==> src/hw/mem_bridge_cfg.svh <==
// Width, bank count, burst limit and response latency macros for the memory bridge.
`ifndef MEM_BRIDGE_CFG_SVH
`define MEM_BRIDGE_CFG_SVH

// Byte address width of the command and bank ports.
`define MB_ADDR_W 16

// Word width of one bank, which is also the width of one beat.
`define MB_DATA_W 32

// Number of interleaved banks.
// Consecutive words go to consecutive banks.
`define MB_NUM_BANKS 2

// Largest number of beats in one burst command.
`define MB_MAX_BEATS 16

// Fixed bank latency in cycles from grant to rvalid.
// The route FIFO in each arbiter holds one more entry than this.
`define MB_RESP_DEPTH 1

`endif

==> src/hw/mem_bridge_pkg.sv <==
// Shared vector typedefs and the burst sequencer state type for the memory bridge.
`include "mem_bridge_cfg.svh"
`default_nettype none

package mem_bridge_pkg;

  // Byte address as seen on the command and bank ports.
  typedef logic [`MB_ADDR_W-1:0] addr_t;

  // One bank word, which is one beat of a burst.
  typedef logic [`MB_DATA_W-1:0] data_t;

  // Byte enables, one bit per byte of a word.
  typedef logic [`MB_DATA_W/8-1:0] strb_t;

  // Beat count wide enough to hold the largest burst length itself.
  typedef logic [$clog2(`MB_MAX_BEATS+1)-1:0] beats_t;

  // Bank index taken from the low bits of the word address.
  typedef logic [$clog2(`MB_NUM_BANKS)-1:0] bank_sel_t;

  // Sequencer states.
  // ISSUE sends beats to the banks and DRAIN waits for the last responses.
  typedef enum logic [1:0] {
    IDLE,
    ISSUE,
    DRAIN
  } seq_state_e;

endpackage

`default_nettype wire

==> src/hw/beat_counter.sv <==
// Beat counter that tracks issued beats and outstanding responses of one burst.
`include "mem_bridge_cfg.svh"
`timescale 1ns/1ns
`default_nettype none

module beat_counter (
  input  logic                   clk_i,
  input  logic                   rst_n_i,
  input  logic                   load_i,
  input  mem_bridge_pkg::beats_t beats_i,
  input  logic                   issue_i,
  input  logic                   return_i,
  output logic                   last_issue_o,
  output logic                   all_issued_o,
  output logic                   all_returned_o
);
  import mem_bridge_pkg::*;

  // Beats still to send and responses still expected.
  beats_t issue_left_q;
  beats_t resp_left_q;

  // Both counts start from the burst length when a command is taken.
  // Each grant removes one beat and each response removes one expected answer.
  always_ff @(posedge clk_i or negedge rst_n_i) begin
    if (!rst_n_i) begin
      issue_left_q <= '0;
      resp_left_q  <= '0;
    end else if (load_i) begin
      issue_left_q <= beats_i;
      resp_left_q  <= beats_i;
    end else begin
      if (issue_i) begin
        issue_left_q <= issue_left_q - beats_t'(1);
      end
      if (return_i) begin
        resp_left_q <= resp_left_q - beats_t'(1);
      end
    end
  end

  assign last_issue_o   = (issue_left_q == beats_t'(1));
  assign all_issued_o   = (issue_left_q == '0);
  assign all_returned_o = (resp_left_q == '0);

  // A bank must never answer more often than it was granted for this path.
  assert property (@(posedge clk_i) disable iff (!rst_n_i) return_i |-> !all_returned_o)
    else $error("beat_counter: response with no beat outstanding");

endmodule

`default_nettype wire

==> src/hw/route_fifo.sv <==
// One-bit route FIFO that records the owner of each outstanding bank request.
`timescale 1ns/1ns
`default_nettype none

module route_fifo #(
  // Number of entries.
  // It must cover the requests a bank can hold in flight.
  parameter int unsigned Depth = 2
) (
  input  logic clk_i,
  input  logic rst_n_i,
  input  logic push_i,
  input  logic data_i,
  input  logic pop_i,
  output logic head_o,
  output logic full_o,
  output logic empty_o
);
  import mem_bridge_pkg::*;

  localparam int unsigned PtrW = (Depth > 1) ? $clog2(Depth) : 1;
  localparam int unsigned CntW = $clog2(Depth + 1);

  logic [Depth-1:0] mem_q;
  logic [PtrW-1:0]  wr_ptr_q, rd_ptr_q;
  logic [CntW-1:0]  count_q;

  assign head_o  = mem_q[rd_ptr_q];
  assign full_o  = (count_q == CntW'(Depth));
  assign empty_o = (count_q == '0);

  // Pointers wrap at Depth so any depth works, not only powers of two.
  always_ff @(posedge clk_i or negedge rst_n_i) begin
    if (!rst_n_i) begin
      wr_ptr_q <= '0;
      rd_ptr_q <= '0;
      count_q  <= '0;
    end else begin
      if (push_i) begin
        wr_ptr_q <= (wr_ptr_q == PtrW'(Depth - 1)) ? '0 : wr_ptr_q + PtrW'(1);
      end
      if (pop_i) begin
        rd_ptr_q <= (rd_ptr_q == PtrW'(Depth - 1)) ? '0 : rd_ptr_q + PtrW'(1);
      end
      // Push and pop in one cycle leave the fill level as it is.
      if (push_i && !pop_i) begin
        count_q <= count_q + CntW'(1);
      end else if (pop_i && !push_i) begin
        count_q <= count_q - CntW'(1);
      end
    end
  end

  always_ff @(posedge clk_i) begin
    if (push_i) begin
      mem_q[wr_ptr_q] <= data_i;
    end
  end

  assert property (@(posedge clk_i) disable iff (!rst_n_i) !(push_i && full_o))
    else $error("route_fifo: push while full");

  assert property (@(posedge clk_i) disable iff (!rst_n_i) !(pop_i && empty_o))
    else $error("route_fifo: pop while empty");

endmodule

`default_nettype wire

==> src/hw/burst_sequencer.sv <==
// Burst sequencer FSM that splits a burst command into per-bank word requests.
`include "mem_bridge_cfg.svh"
`timescale 1ns/1ns
`default_nettype none

module burst_sequencer #(
  // Set on the write path, where it drives write data and hands out wdata_ready.
  parameter bit IsWrite = 1'b0
) (
  input  logic                                        clk_i,
  input  logic                                        rst_n_i,
  input  logic                                        cmd_valid_i,
  input  mem_bridge_pkg::addr_t                       cmd_addr_i,
  input  mem_bridge_pkg::beats_t                      cmd_beats_i,
  output logic                                        cmd_ready_o,
  input  mem_bridge_pkg::data_t                       wdata_i,
  input  mem_bridge_pkg::strb_t                       strb_i,
  output logic                                        wdata_ready_o,
  output logic                  [`MB_NUM_BANKS-1:0]   req_o,
  output mem_bridge_pkg::addr_t [`MB_NUM_BANKS-1:0]   addr_o,
  output mem_bridge_pkg::data_t [`MB_NUM_BANKS-1:0]   wdata_o,
  output mem_bridge_pkg::strb_t [`MB_NUM_BANKS-1:0]   strb_o,
  input  logic                  [`MB_NUM_BANKS-1:0]   gnt_i,
  input  logic                  [`MB_NUM_BANKS-1:0]   rvalid_i,
  input  mem_bridge_pkg::data_t [`MB_NUM_BANKS-1:0]   rdata_i,
  output logic                                        rvalid_o,
  output mem_bridge_pkg::data_t                       rdata_o,
  output logic                                        done_o,
  output logic                                        busy_o
);
  import mem_bridge_pkg::*;

  localparam int unsigned NumBanks  = `MB_NUM_BANKS;
  localparam int unsigned WordBytes = `MB_DATA_W / 8;
  localparam int unsigned SelLsb    = $clog2(WordBytes);

  seq_state_e state_q, state_d;
  addr_t      addr_q;
  bank_sel_t  bank_sel;
  logic       accept, issuing, beat_gnt;
  logic       last_issue, all_issued, all_returned;

  assign cmd_ready_o = (state_q == IDLE);
  assign busy_o      = (state_q != IDLE);
  assign accept      = cmd_valid_i && cmd_ready_o;

  // The word-address bits above the byte offset pick the bank of the current beat.
  assign bank_sel = addr_q[SelLsb +: $bits(bank_sel_t)];
  assign issuing  = (state_q == ISSUE) && !all_issued;
  assign req_o    = issuing ? (NumBanks'(1) << bank_sel) : '0;
  assign beat_gnt = |(gnt_i & req_o);

  // Payload goes to every bank, only the requested one looks at it.
  assign addr_o        = {NumBanks{addr_q}};
  assign wdata_o       = IsWrite ? {NumBanks{wdata_i}} : '0;
  assign strb_o        = IsWrite ? {NumBanks{strb_i}} : '0;
  assign wdata_ready_o = IsWrite && beat_gnt;

  // Banks answer in grant order and never two at once for one path.
  always_comb begin
    rvalid_o = |rvalid_i;
    rdata_o  = '0;
    for (int b = 0; b < NumBanks; b++) begin
      if (rvalid_i[b]) begin
        rdata_o = rdata_i[b];
      end
    end
  end

  always_comb begin
    state_d = state_q;
    unique case (state_q)
      IDLE: begin
        if (accept) begin
          state_d = ISSUE;
        end
      end
      ISSUE: begin
        if (beat_gnt && last_issue) begin
          state_d = DRAIN;
        end
      end
      DRAIN: begin
        if (all_returned) begin
          state_d = IDLE;
        end
      end
      default: state_d = IDLE;
    endcase
  end

  // Done marks the cycle after the last response of the burst.
  assign done_o = (state_q == DRAIN) && all_returned;

  always_ff @(posedge clk_i or negedge rst_n_i) begin
    if (!rst_n_i) begin
      state_q <= IDLE;
    end else begin
      state_q <= state_d;
    end
  end

  // The beat address steps one word after each granted beat.
  always_ff @(posedge clk_i) begin
    if (accept) begin
      addr_q <= cmd_addr_i;
    end else if (beat_gnt) begin
      addr_q <= addr_q + addr_t'(WordBytes);
    end
  end

  beat_counter i_beat_counter (
    .clk_i          ( clk_i        ),
    .rst_n_i        ( rst_n_i      ),
    .load_i         ( accept       ),
    .beats_i        ( cmd_beats_i  ),
    .issue_i        ( beat_gnt     ),
    .return_i       ( rvalid_o     ),
    .last_issue_o   ( last_issue   ),
    .all_issued_o   ( all_issued   ),
    .all_returned_o ( all_returned )
  );

  // The fixed bank latency keeps responses of one path apart.
  assert property (@(posedge clk_i) disable iff (!rst_n_i) $onehot0(rvalid_i))
    else $error("burst_sequencer: two banks answered in one cycle");

  // A command from outside must carry a legal burst length.
  assert property (@(posedge clk_i) disable iff (!rst_n_i)
      accept |-> (cmd_beats_i != '0) && (cmd_beats_i <= beats_t'(`MB_MAX_BEATS)))
    else $error("burst_sequencer: burst length out of range");

endmodule

`default_nettype wire

==> src/hw/bank_arbiter.sv <==
// Per-bank round-robin arbiter between read and write paths with response steering.
`include "mem_bridge_cfg.svh"
`timescale 1ns/1ns
`default_nettype none

module bank_arbiter (
  input  logic                  clk_i,
  input  logic                  rst_n_i,
  input  logic                  rd_req_i,
  input  logic                  wr_req_i,
  output logic                  rd_gnt_o,
  output logic                  wr_gnt_o,
  input  mem_bridge_pkg::addr_t rd_addr_i,
  input  mem_bridge_pkg::addr_t wr_addr_i,
  input  mem_bridge_pkg::data_t wr_wdata_i,
  input  mem_bridge_pkg::strb_t wr_strb_i,
  output logic                  mem_req_o,
  input  logic                  mem_gnt_i,
  output mem_bridge_pkg::addr_t mem_addr_o,
  output mem_bridge_pkg::data_t mem_wdata_o,
  output mem_bridge_pkg::strb_t mem_strb_o,
  output logic                  mem_we_o,
  input  logic                  mem_rvalid_i,
  output logic                  rd_rvalid_o,
  output logic                  wr_rvalid_o
);
  import mem_bridge_pkg::*;

  // Round-robin pointer.
  // A low pointer favours the read path.
  logic rr_q;
  logic pick_wr;
  logic route_head;

  // A lone requester wins at once, a contested cycle follows the pointer.
  assign pick_wr   = wr_req_i && (!rd_req_i || rr_q);
  assign mem_req_o = rd_req_i || wr_req_i;
  assign rd_gnt_o  = mem_gnt_i && rd_req_i && !pick_wr;
  assign wr_gnt_o  = mem_gnt_i && pick_wr;

  // Only the write path carries data and strobes, reads present zero strobes.
  assign mem_addr_o  = pick_wr ? wr_addr_i : rd_addr_i;
  assign mem_wdata_o = wr_wdata_i;
  assign mem_strb_o  = pick_wr ? wr_strb_i : strb_t'('0);
  assign mem_we_o    = pick_wr;

  // The pointer only moves when both paths wanted the bank and one got it.
  always_ff @(posedge clk_i or negedge rst_n_i) begin
    if (!rst_n_i) begin
      rr_q <= 1'b0;
    end else if (rd_req_i && wr_req_i && mem_gnt_i) begin
      rr_q <= !rr_q;
    end
  end

  // A set bit at the head means the next bank response belongs to the write path.
  route_fifo #(
    .Depth ( `MB_RESP_DEPTH + 1 )
  ) i_route_fifo (
    .clk_i   ( clk_i                  ),
    .rst_n_i ( rst_n_i                ),
    .push_i  ( mem_req_o && mem_gnt_i ),
    .data_i  ( pick_wr                ),
    .pop_i   ( mem_rvalid_i           ),
    .head_o  ( route_head             ),
    .full_o  (                        ),
    .empty_o (                        )
  );

  assign rd_rvalid_o = mem_rvalid_i && !route_head;
  assign wr_rvalid_o = mem_rvalid_i && route_head;

  // The bank answers each grant exactly after the fixed latency.
  // Route steering depends on it.
  assert property (@(posedge clk_i) disable iff (!rst_n_i)
      mem_rvalid_i |-> $past(mem_req_o && mem_gnt_i, `MB_RESP_DEPTH))
    else $error("bank_arbiter: bank response off the fixed latency");

endmodule

`default_nettype wire

==> src/hw/mem_bridge.sv <==
// Top level of the banked SRAM bridge with separate read and write burst paths.
`include "mem_bridge_cfg.svh"
`timescale 1ns/1ns
`default_nettype none

module mem_bridge (
  input  logic                                      clk_i,
  input  logic                                      rst_n_i,
  input  logic                                      rd_cmd_valid_i,
  input  mem_bridge_pkg::addr_t                     rd_cmd_addr_i,
  input  mem_bridge_pkg::beats_t                    rd_cmd_beats_i,
  output logic                                      rd_cmd_ready_o,
  output logic                                      rd_rvalid_o,
  output mem_bridge_pkg::data_t                     rd_rdata_o,
  output logic                                      rd_done_o,
  input  logic                                      wr_cmd_valid_i,
  input  mem_bridge_pkg::addr_t                     wr_cmd_addr_i,
  input  mem_bridge_pkg::beats_t                    wr_cmd_beats_i,
  output logic                                      wr_cmd_ready_o,
  input  mem_bridge_pkg::data_t                     wr_wdata_i,
  input  mem_bridge_pkg::strb_t                     wr_strb_i,
  output logic                                      wr_wdata_ready_o,
  output logic                                      wr_done_o,
  output logic                                      busy_o,
  output logic                  [`MB_NUM_BANKS-1:0] mem_req_o,
  output mem_bridge_pkg::addr_t [`MB_NUM_BANKS-1:0] mem_addr_o,
  output mem_bridge_pkg::data_t [`MB_NUM_BANKS-1:0] mem_wdata_o,
  output mem_bridge_pkg::strb_t [`MB_NUM_BANKS-1:0] mem_strb_o,
  output logic                  [`MB_NUM_BANKS-1:0] mem_we_o,
  input  logic                  [`MB_NUM_BANKS-1:0] mem_gnt_i,
  input  logic                  [`MB_NUM_BANKS-1:0] mem_rvalid_i,
  input  mem_bridge_pkg::data_t [`MB_NUM_BANKS-1:0] mem_rdata_i
);
  import mem_bridge_pkg::*;

  // Per-bank links between the sequencers and the arbiters.
  logic  [`MB_NUM_BANKS-1:0] rd_req, wr_req;
  logic  [`MB_NUM_BANKS-1:0] rd_gnt, wr_gnt;
  logic  [`MB_NUM_BANKS-1:0] rd_rvalid, wr_rvalid;
  addr_t [`MB_NUM_BANKS-1:0] rd_addr, wr_addr;
  data_t [`MB_NUM_BANKS-1:0] wr_data;
  strb_t [`MB_NUM_BANKS-1:0] wr_strb;
  logic                      rd_busy, wr_busy;

  assign busy_o = rd_busy || wr_busy;

  // Read path.
  // It has no write payload, so its data inputs are tied off.
  burst_sequencer #(
    .IsWrite ( 1'b0 )
  ) i_rd_sequencer (
    .clk_i         ( clk_i          ),
    .rst_n_i       ( rst_n_i        ),
    .cmd_valid_i   ( rd_cmd_valid_i ),
    .cmd_addr_i    ( rd_cmd_addr_i  ),
    .cmd_beats_i   ( rd_cmd_beats_i ),
    .cmd_ready_o   ( rd_cmd_ready_o ),
    .wdata_i       ( '0             ),
    .strb_i        ( '0             ),
    .wdata_ready_o (                ),
    .req_o         ( rd_req         ),
    .addr_o        ( rd_addr        ),
    .wdata_o       (                ),
    .strb_o        (                ),
    .gnt_i         ( rd_gnt         ),
    .rvalid_i      ( rd_rvalid      ),
    .rdata_i       ( mem_rdata_i    ),
    .rvalid_o      ( rd_rvalid_o    ),
    .rdata_o       ( rd_rdata_o     ),
    .done_o        ( rd_done_o      ),
    .busy_o        ( rd_busy        )
  );

  // Write path.
  // Its bank responses are only acknowledgements and count toward done.
  burst_sequencer #(
    .IsWrite ( 1'b1 )
  ) i_wr_sequencer (
    .clk_i         ( clk_i            ),
    .rst_n_i       ( rst_n_i          ),
    .cmd_valid_i   ( wr_cmd_valid_i   ),
    .cmd_addr_i    ( wr_cmd_addr_i    ),
    .cmd_beats_i   ( wr_cmd_beats_i   ),
    .cmd_ready_o   ( wr_cmd_ready_o   ),
    .wdata_i       ( wr_wdata_i       ),
    .strb_i        ( wr_strb_i        ),
    .wdata_ready_o ( wr_wdata_ready_o ),
    .req_o         ( wr_req           ),
    .addr_o        ( wr_addr          ),
    .wdata_o       ( wr_data          ),
    .strb_o        ( wr_strb          ),
    .gnt_i         ( wr_gnt           ),
    .rvalid_i      ( wr_rvalid        ),
    .rdata_i       ( mem_rdata_i      ),
    .rvalid_o      (                  ),
    .rdata_o       (                  ),
    .done_o        ( wr_done_o        ),
    .busy_o        ( wr_busy          )
  );

  // One arbiter per bank lets reads pass queued writes on the other bank.
  for (genvar b = 0; b < `MB_NUM_BANKS; b++) begin : g_bank
    bank_arbiter i_bank_arbiter (
      .clk_i        ( clk_i           ),
      .rst_n_i      ( rst_n_i         ),
      .rd_req_i     ( rd_req[b]       ),
      .wr_req_i     ( wr_req[b]       ),
      .rd_gnt_o     ( rd_gnt[b]       ),
      .wr_gnt_o     ( wr_gnt[b]       ),
      .rd_addr_i    ( rd_addr[b]      ),
      .wr_addr_i    ( wr_addr[b]      ),
      .wr_wdata_i   ( wr_data[b]      ),
      .wr_strb_i    ( wr_strb[b]      ),
      .mem_req_o    ( mem_req_o[b]    ),
      .mem_gnt_i    ( mem_gnt_i[b]    ),
      .mem_addr_o   ( mem_addr_o[b]   ),
      .mem_wdata_o  ( mem_wdata_o[b]  ),
      .mem_strb_o   ( mem_strb_o[b]   ),
      .mem_we_o     ( mem_we_o[b]     ),
      .mem_rvalid_i ( mem_rvalid_i[b] ),
      .rd_rvalid_o  ( rd_rvalid[b]    ),
      .wr_rvalid_o  ( wr_rvalid[b]    )
    );
  end

endmodule

`default_nettype wire

==> config.mk <==
export PLATFORM = sky130hd
export DESIGN_NAME = mem_bridge
export DESIGN_NICKNAME = d
export VERILOG_FILES = /design/src/hw/mem_bridge_pkg.sv /design/src/hw/beat_counter.sv /design/src/hw/route_fifo.sv /design/src/hw/burst_sequencer.sv /design/src/hw/bank_arbiter.sv /design/src/hw/mem_bridge.sv
export VERILOG_INCLUDE_DIRS = /design/src /design/src/hw
export SDC_FILE = /design/constraint.sdc
export NUM_CORES = 1
export LEC_CHECK = 0
export BUFFER_PORTS_ARGS = -buffer_cell sky130_fd_sc_hd__clkbuf_2
export CAP_MARGIN = 40
export CORE_ASPECT_RATIO = 0.8
export CORE_MARGIN = 2
export CORE_UTILIZATION = 50
export CTS_CLUSTER_DIAMETER = 150
export DETAILED_ROUTE_END_ITERATION = 12
export GPL_TIMING_DRIVEN = 0
export PLACE_DENSITY = 0.94
export SLEW_MARGIN = 30
export SYNTH_ARGS = -nofsm -noshare
export SYNTH_HDL_FRONTEND = slang
export SYNTH_HIERARCHICAL = 1
export SYNTH_SLANG_ARGS = --single-unit
==> constraint.sdc <==
create_clock -name clk_i -period 4.44 [get_ports clk_i]
set_clock_uncertainty 0.15 [all_clocks]
set_input_delay 0.888 -clock clk_i [delete_from_list [all_inputs] [get_ports clk_i]]
set_output_delay 0.888 -clock clk_i [all_outputs]
set_load 0.01 [all_outputs]
==> flow_metrics.env <==
export IMPL_worst_path_buf_inv=5
export IMPL_yosys_warnings=6
export IMPL_cpLargestDelayFamily="simple AND/OR/NAND/NOR gates"
export IMPL_worst_setup_path_start_kind="register"
export IMPL_rows=35
export IMPL_synth_cells=612
export IMPL_clk_latency_ps=330
export IMPL_relSlewSlack=0.635
export IMPL_firstDrtPassIters=7
export IMPL_crit_type="reg -> out"
export IMPL_fp_dieH_um=101
export IMPL_gp_congestion=0.913
export IMPL_wl_met2_mm=7.78
export IMPL_slew_viol_final=0
export IMPL_ff_latch_area_mm2=0.00183
export IMPL_reg2reg_slack_ps=850
export IMPL_avgSynthCellArea_um2=9.63
export IMPL_syn_area_mm2=0.00589
export IMPL_rsz0062_at_grt="false"
export IMPL_io_pins=297
export IMPL_cp_end_kind="output pin"
export IMPL_tightest_slew_ps=547
export IMPL_place_port_buffers=260
export IMPL_dr_wl_met3_mm=1.27
export IMPL_diodes=0
export IMPL_cp_cell_sequence="inv_1 > ha_1 > and2_1 > or3b_4 > nor2_1 > inv_2 > o21ai_4 > buf_12 > inv_4 > and2_1 > mux2i_1 > nor2_4 > clkbuf_2"
export IMPL_num_fill_cells=949
export IMPL_fin_crit_ps=4220
export IMPL_via_per_inst=4.94
export IMPL_vias=5166
export IMPL_grt_pass1_wl_mm=24.3
export IMPL_numCtsBuffers=9
export IMPL_setup_viol=0
export IMPL_cts_resized=0
export IMPL_clk_pin_slew_worst_paths_ps=60
export IMPL_tns_ps=0
export IMPL_multi_input_area_mm2=0.00258
export IMPL_die_w_um=125
export IMPL_layout_drive_gt1_share=0.600
export IMPL_ant_nets=0
export IMPL_cpPeakStageDelay_ps=420
export IMPL_wl_mm=16.6
export IMPL_core_mm2=0.0115
export IMPL_route_detailed_drc=0
export IMPL_cts_tree="built"
export IMPL_grt_pass1_vias=4733
export IMPL_worstPathRequired_ps=3400
export IMPL_met1_length_mm=7.23
export IMPL_grt_max_degree=31
export IMPL_timing_hold_ws_ps=286
export IMPL_start_util=0.511
export IMPL_cts_num_sinks=66
export IMPL_highest_layer="met4"
export IMPL_cp_max_fo=10
export IMPL_h_tree_depth=3
export IMPL_cp_arrival_ps=3180
export IMPL_maxCapViolCount=0
export IMPL_ir_drop_mv=0.377
export IMPL_crit_top_cell="and2_1"
export IMPL_hold_viol_final=0
export IMPL_clockBufferDepth=2
export IMPL_nets=1050
export IMPL_clockRootBuffer="clkbuf_16"
export IMPL_r2r_cells=15
export IMPL_area_growth_pct=31.8
export IMPL_cp_slowest_cell="dfrtp_1"
export IMPL_timing_rr_end="i_wr_sequencer/i_beat_counter/issue_left_q[4]$_DFFE_PN0P_"
export IMPL_finalCritPeriodShare=0.950
export IMPL_die_area_mm2=0.0127
export IMPL_hp_class="in -> async"
export IMPL_dpl_hpwl_mm=13.6
export IMPL_wl_per_cell_um=15.9
export IMPL_synth_nets=770
export IMPL_drtIter0Drc=279
export IMPL_p_per_area_mw_per_mm2=621
export IMPL_grt_overflow=0
export IMPL_grt_use_total=0.247
export IMPL_power_leakage_nw=3.94
export IMPL_timing_fmax_mhz=237
export IMPL_antenna_found_initial=0
export IMPL_reg2reg_from="i_rd_sequencer/i_beat_counter/issue_left_q[0]$_DFFE_PN0P_"
export IMPL_status="complete, no violations"
[layout make-up]
| class | count | area share |
|---|---|---|
| multi-input combinational | 338 | 0.333 |
| sequential | 66 | 0.236 |
| timing repair buffer | 269 | 0.180 |
| buffer | 186 | 0.180 |
| clock buffer | 11 | 0.0327 |
| tap | 148 | 0.0239 |
| inverter | 22 | 0.0113 |
| clock inverter | 5 | 0.00355 |
[worst max-delay path by stage]
stage / cells after the start / endpoint / startpoint / slack (ps)
after CTS: 13 / wr_wdata_ready_o / i_rd_sequencer/i_beat_counter/issue_left_q[0]$_DFFE_PN0P_ / 50
after floorplan: 11 / i_wr_sequencer/addr_q[10]$_DFFE_PP_ / i_wr_sequencer/i_beat_counter/issue_left_q[0]$_DFFE_PN0P_ / 760
after global routing: 13 / wr_wdata_ready_o / i_rd_sequencer/i_beat_counter/issue_left_q[0]$_DFFE_PN0P_ / 90
after detailed placement: 13 / wr_wdata_ready_o / i_rd_sequencer/i_beat_counter/issue_left_q[0]$_DFFE_PN0P_ / 410
after global placement: 11 / i_wr_sequencer/addr_q[12]$_DFFE_PP_ / i_wr_sequencer/i_beat_counter/issue_left_q[0]$_DFFE_PN0P_ / 40
final: 13 / wr_wdata_ready_o / i_rd_sequencer/i_beat_counter/issue_left_q[0]$_DFFE_PN0P_ / 220
[report_power, final]
| group | switching [W] | leakage, nW | internal [W] | total, W |
|---|---|---|---|---|
| Sequential | 0.000357 | 0.684 | 0.00102 | 0.00138 |
| Combinational | 0.00132 | 3.12 | 0.00145 | 0.00277 |
| Clock | 0.000263 | 0.142 | 0.000408 | 0.000671 |
[cell usage in the layout (no fill, tap or decap), types with 3 or more instances in the layout]
cell type,count
nand4_1,8
edfxtp_1,36
nand2_1,50
nor2b_1,7
and4bb_1,4
clkinv_2,3
clkbuf_1,8
xnor2_1,22
and3_1,4
nor2_1,26
o21ai_2,4
dfrtp_1,30
o21ai_0,21
mux2_2,30
mux2_4,18
buf_2,3
nor4b_2,4
and2_1,20
clkbuf_16,10
a22o_1,31
a21oi_1,10
nand3_1,8
inv_1,18
ha_1,8
clkbuf_2,260
nor3_1,8
buf_6,4
xor2_1,24
buf_4,178
or2_2,4
[stage by stage]
step                      cell area, µm²  setup WS (ps)  power [W]  std cells   util
after floorplan                     5890            765    0.00320        612      -
after global placement              7380           38.0    0.00396       1020  0.641
after detailed placement            7410            409    0.00408       1022  0.643
after CTS                           7690           48.2    0.00478       1038  0.668
after global routing                7760           93.3    0.00511       1045  0.674
final                               7760            221    0.00482       1045  0.674
[worst register-to-register path: stages (launching register included)]
cell	delay [ps]
dfrtp_1	420
inv_1	70
ha_1	220
and2_1	150
or3b_4	410
nor2_1	260
inv_2	80
o21ai_4	220
buf_12	190
inv_4	70
and2_1	170
mux2i_1	350
nor2_4	110
and4bb_1	220
xor2_1	140
mux2_2	260
[per-layer routing]
layer,global-route usage,vias up
met5,0,-
met4,0.0735,0
met3,0.0748,21
met2,0.388,211
met1,0.331,2444
li1,-,2490
[state kept, by name, summed over array words and instances, names as in the netlist]
register and count:
i_rd_sequencer/addr_q 16, i_wr_sequencer/addr_q 16, i_rd_sequencer/i_beat_counter/issue_left_q 5, i_rd_sequencer/i_beat_counter/resp_left_q 5, i_wr_sequencer/i_beat_counter/issue_left_q 5, i_wr_sequencer/i_beat_counter/resp_left_q 5
g_bank.i_bank_arbiter/i_route_fifo/mem_q 4, g_bank.i_bank_arbiter/i_route_fifo/rd_ptr_q 2, g_bank.i_bank_arbiter/i_route_fifo/wr_ptr_q 2, g_bank.i_bank_arbiter/rr_q 2, i_rd_sequencer/state_q 2, i_wr_sequencer/state_q 2
[what timing repair did]
item                       in CTS  in global routing
hold buffers                    0                  0
setup endpoints to repair       0                  1
buffers inserted                0                  6
(Power assumes the default switching activity.)
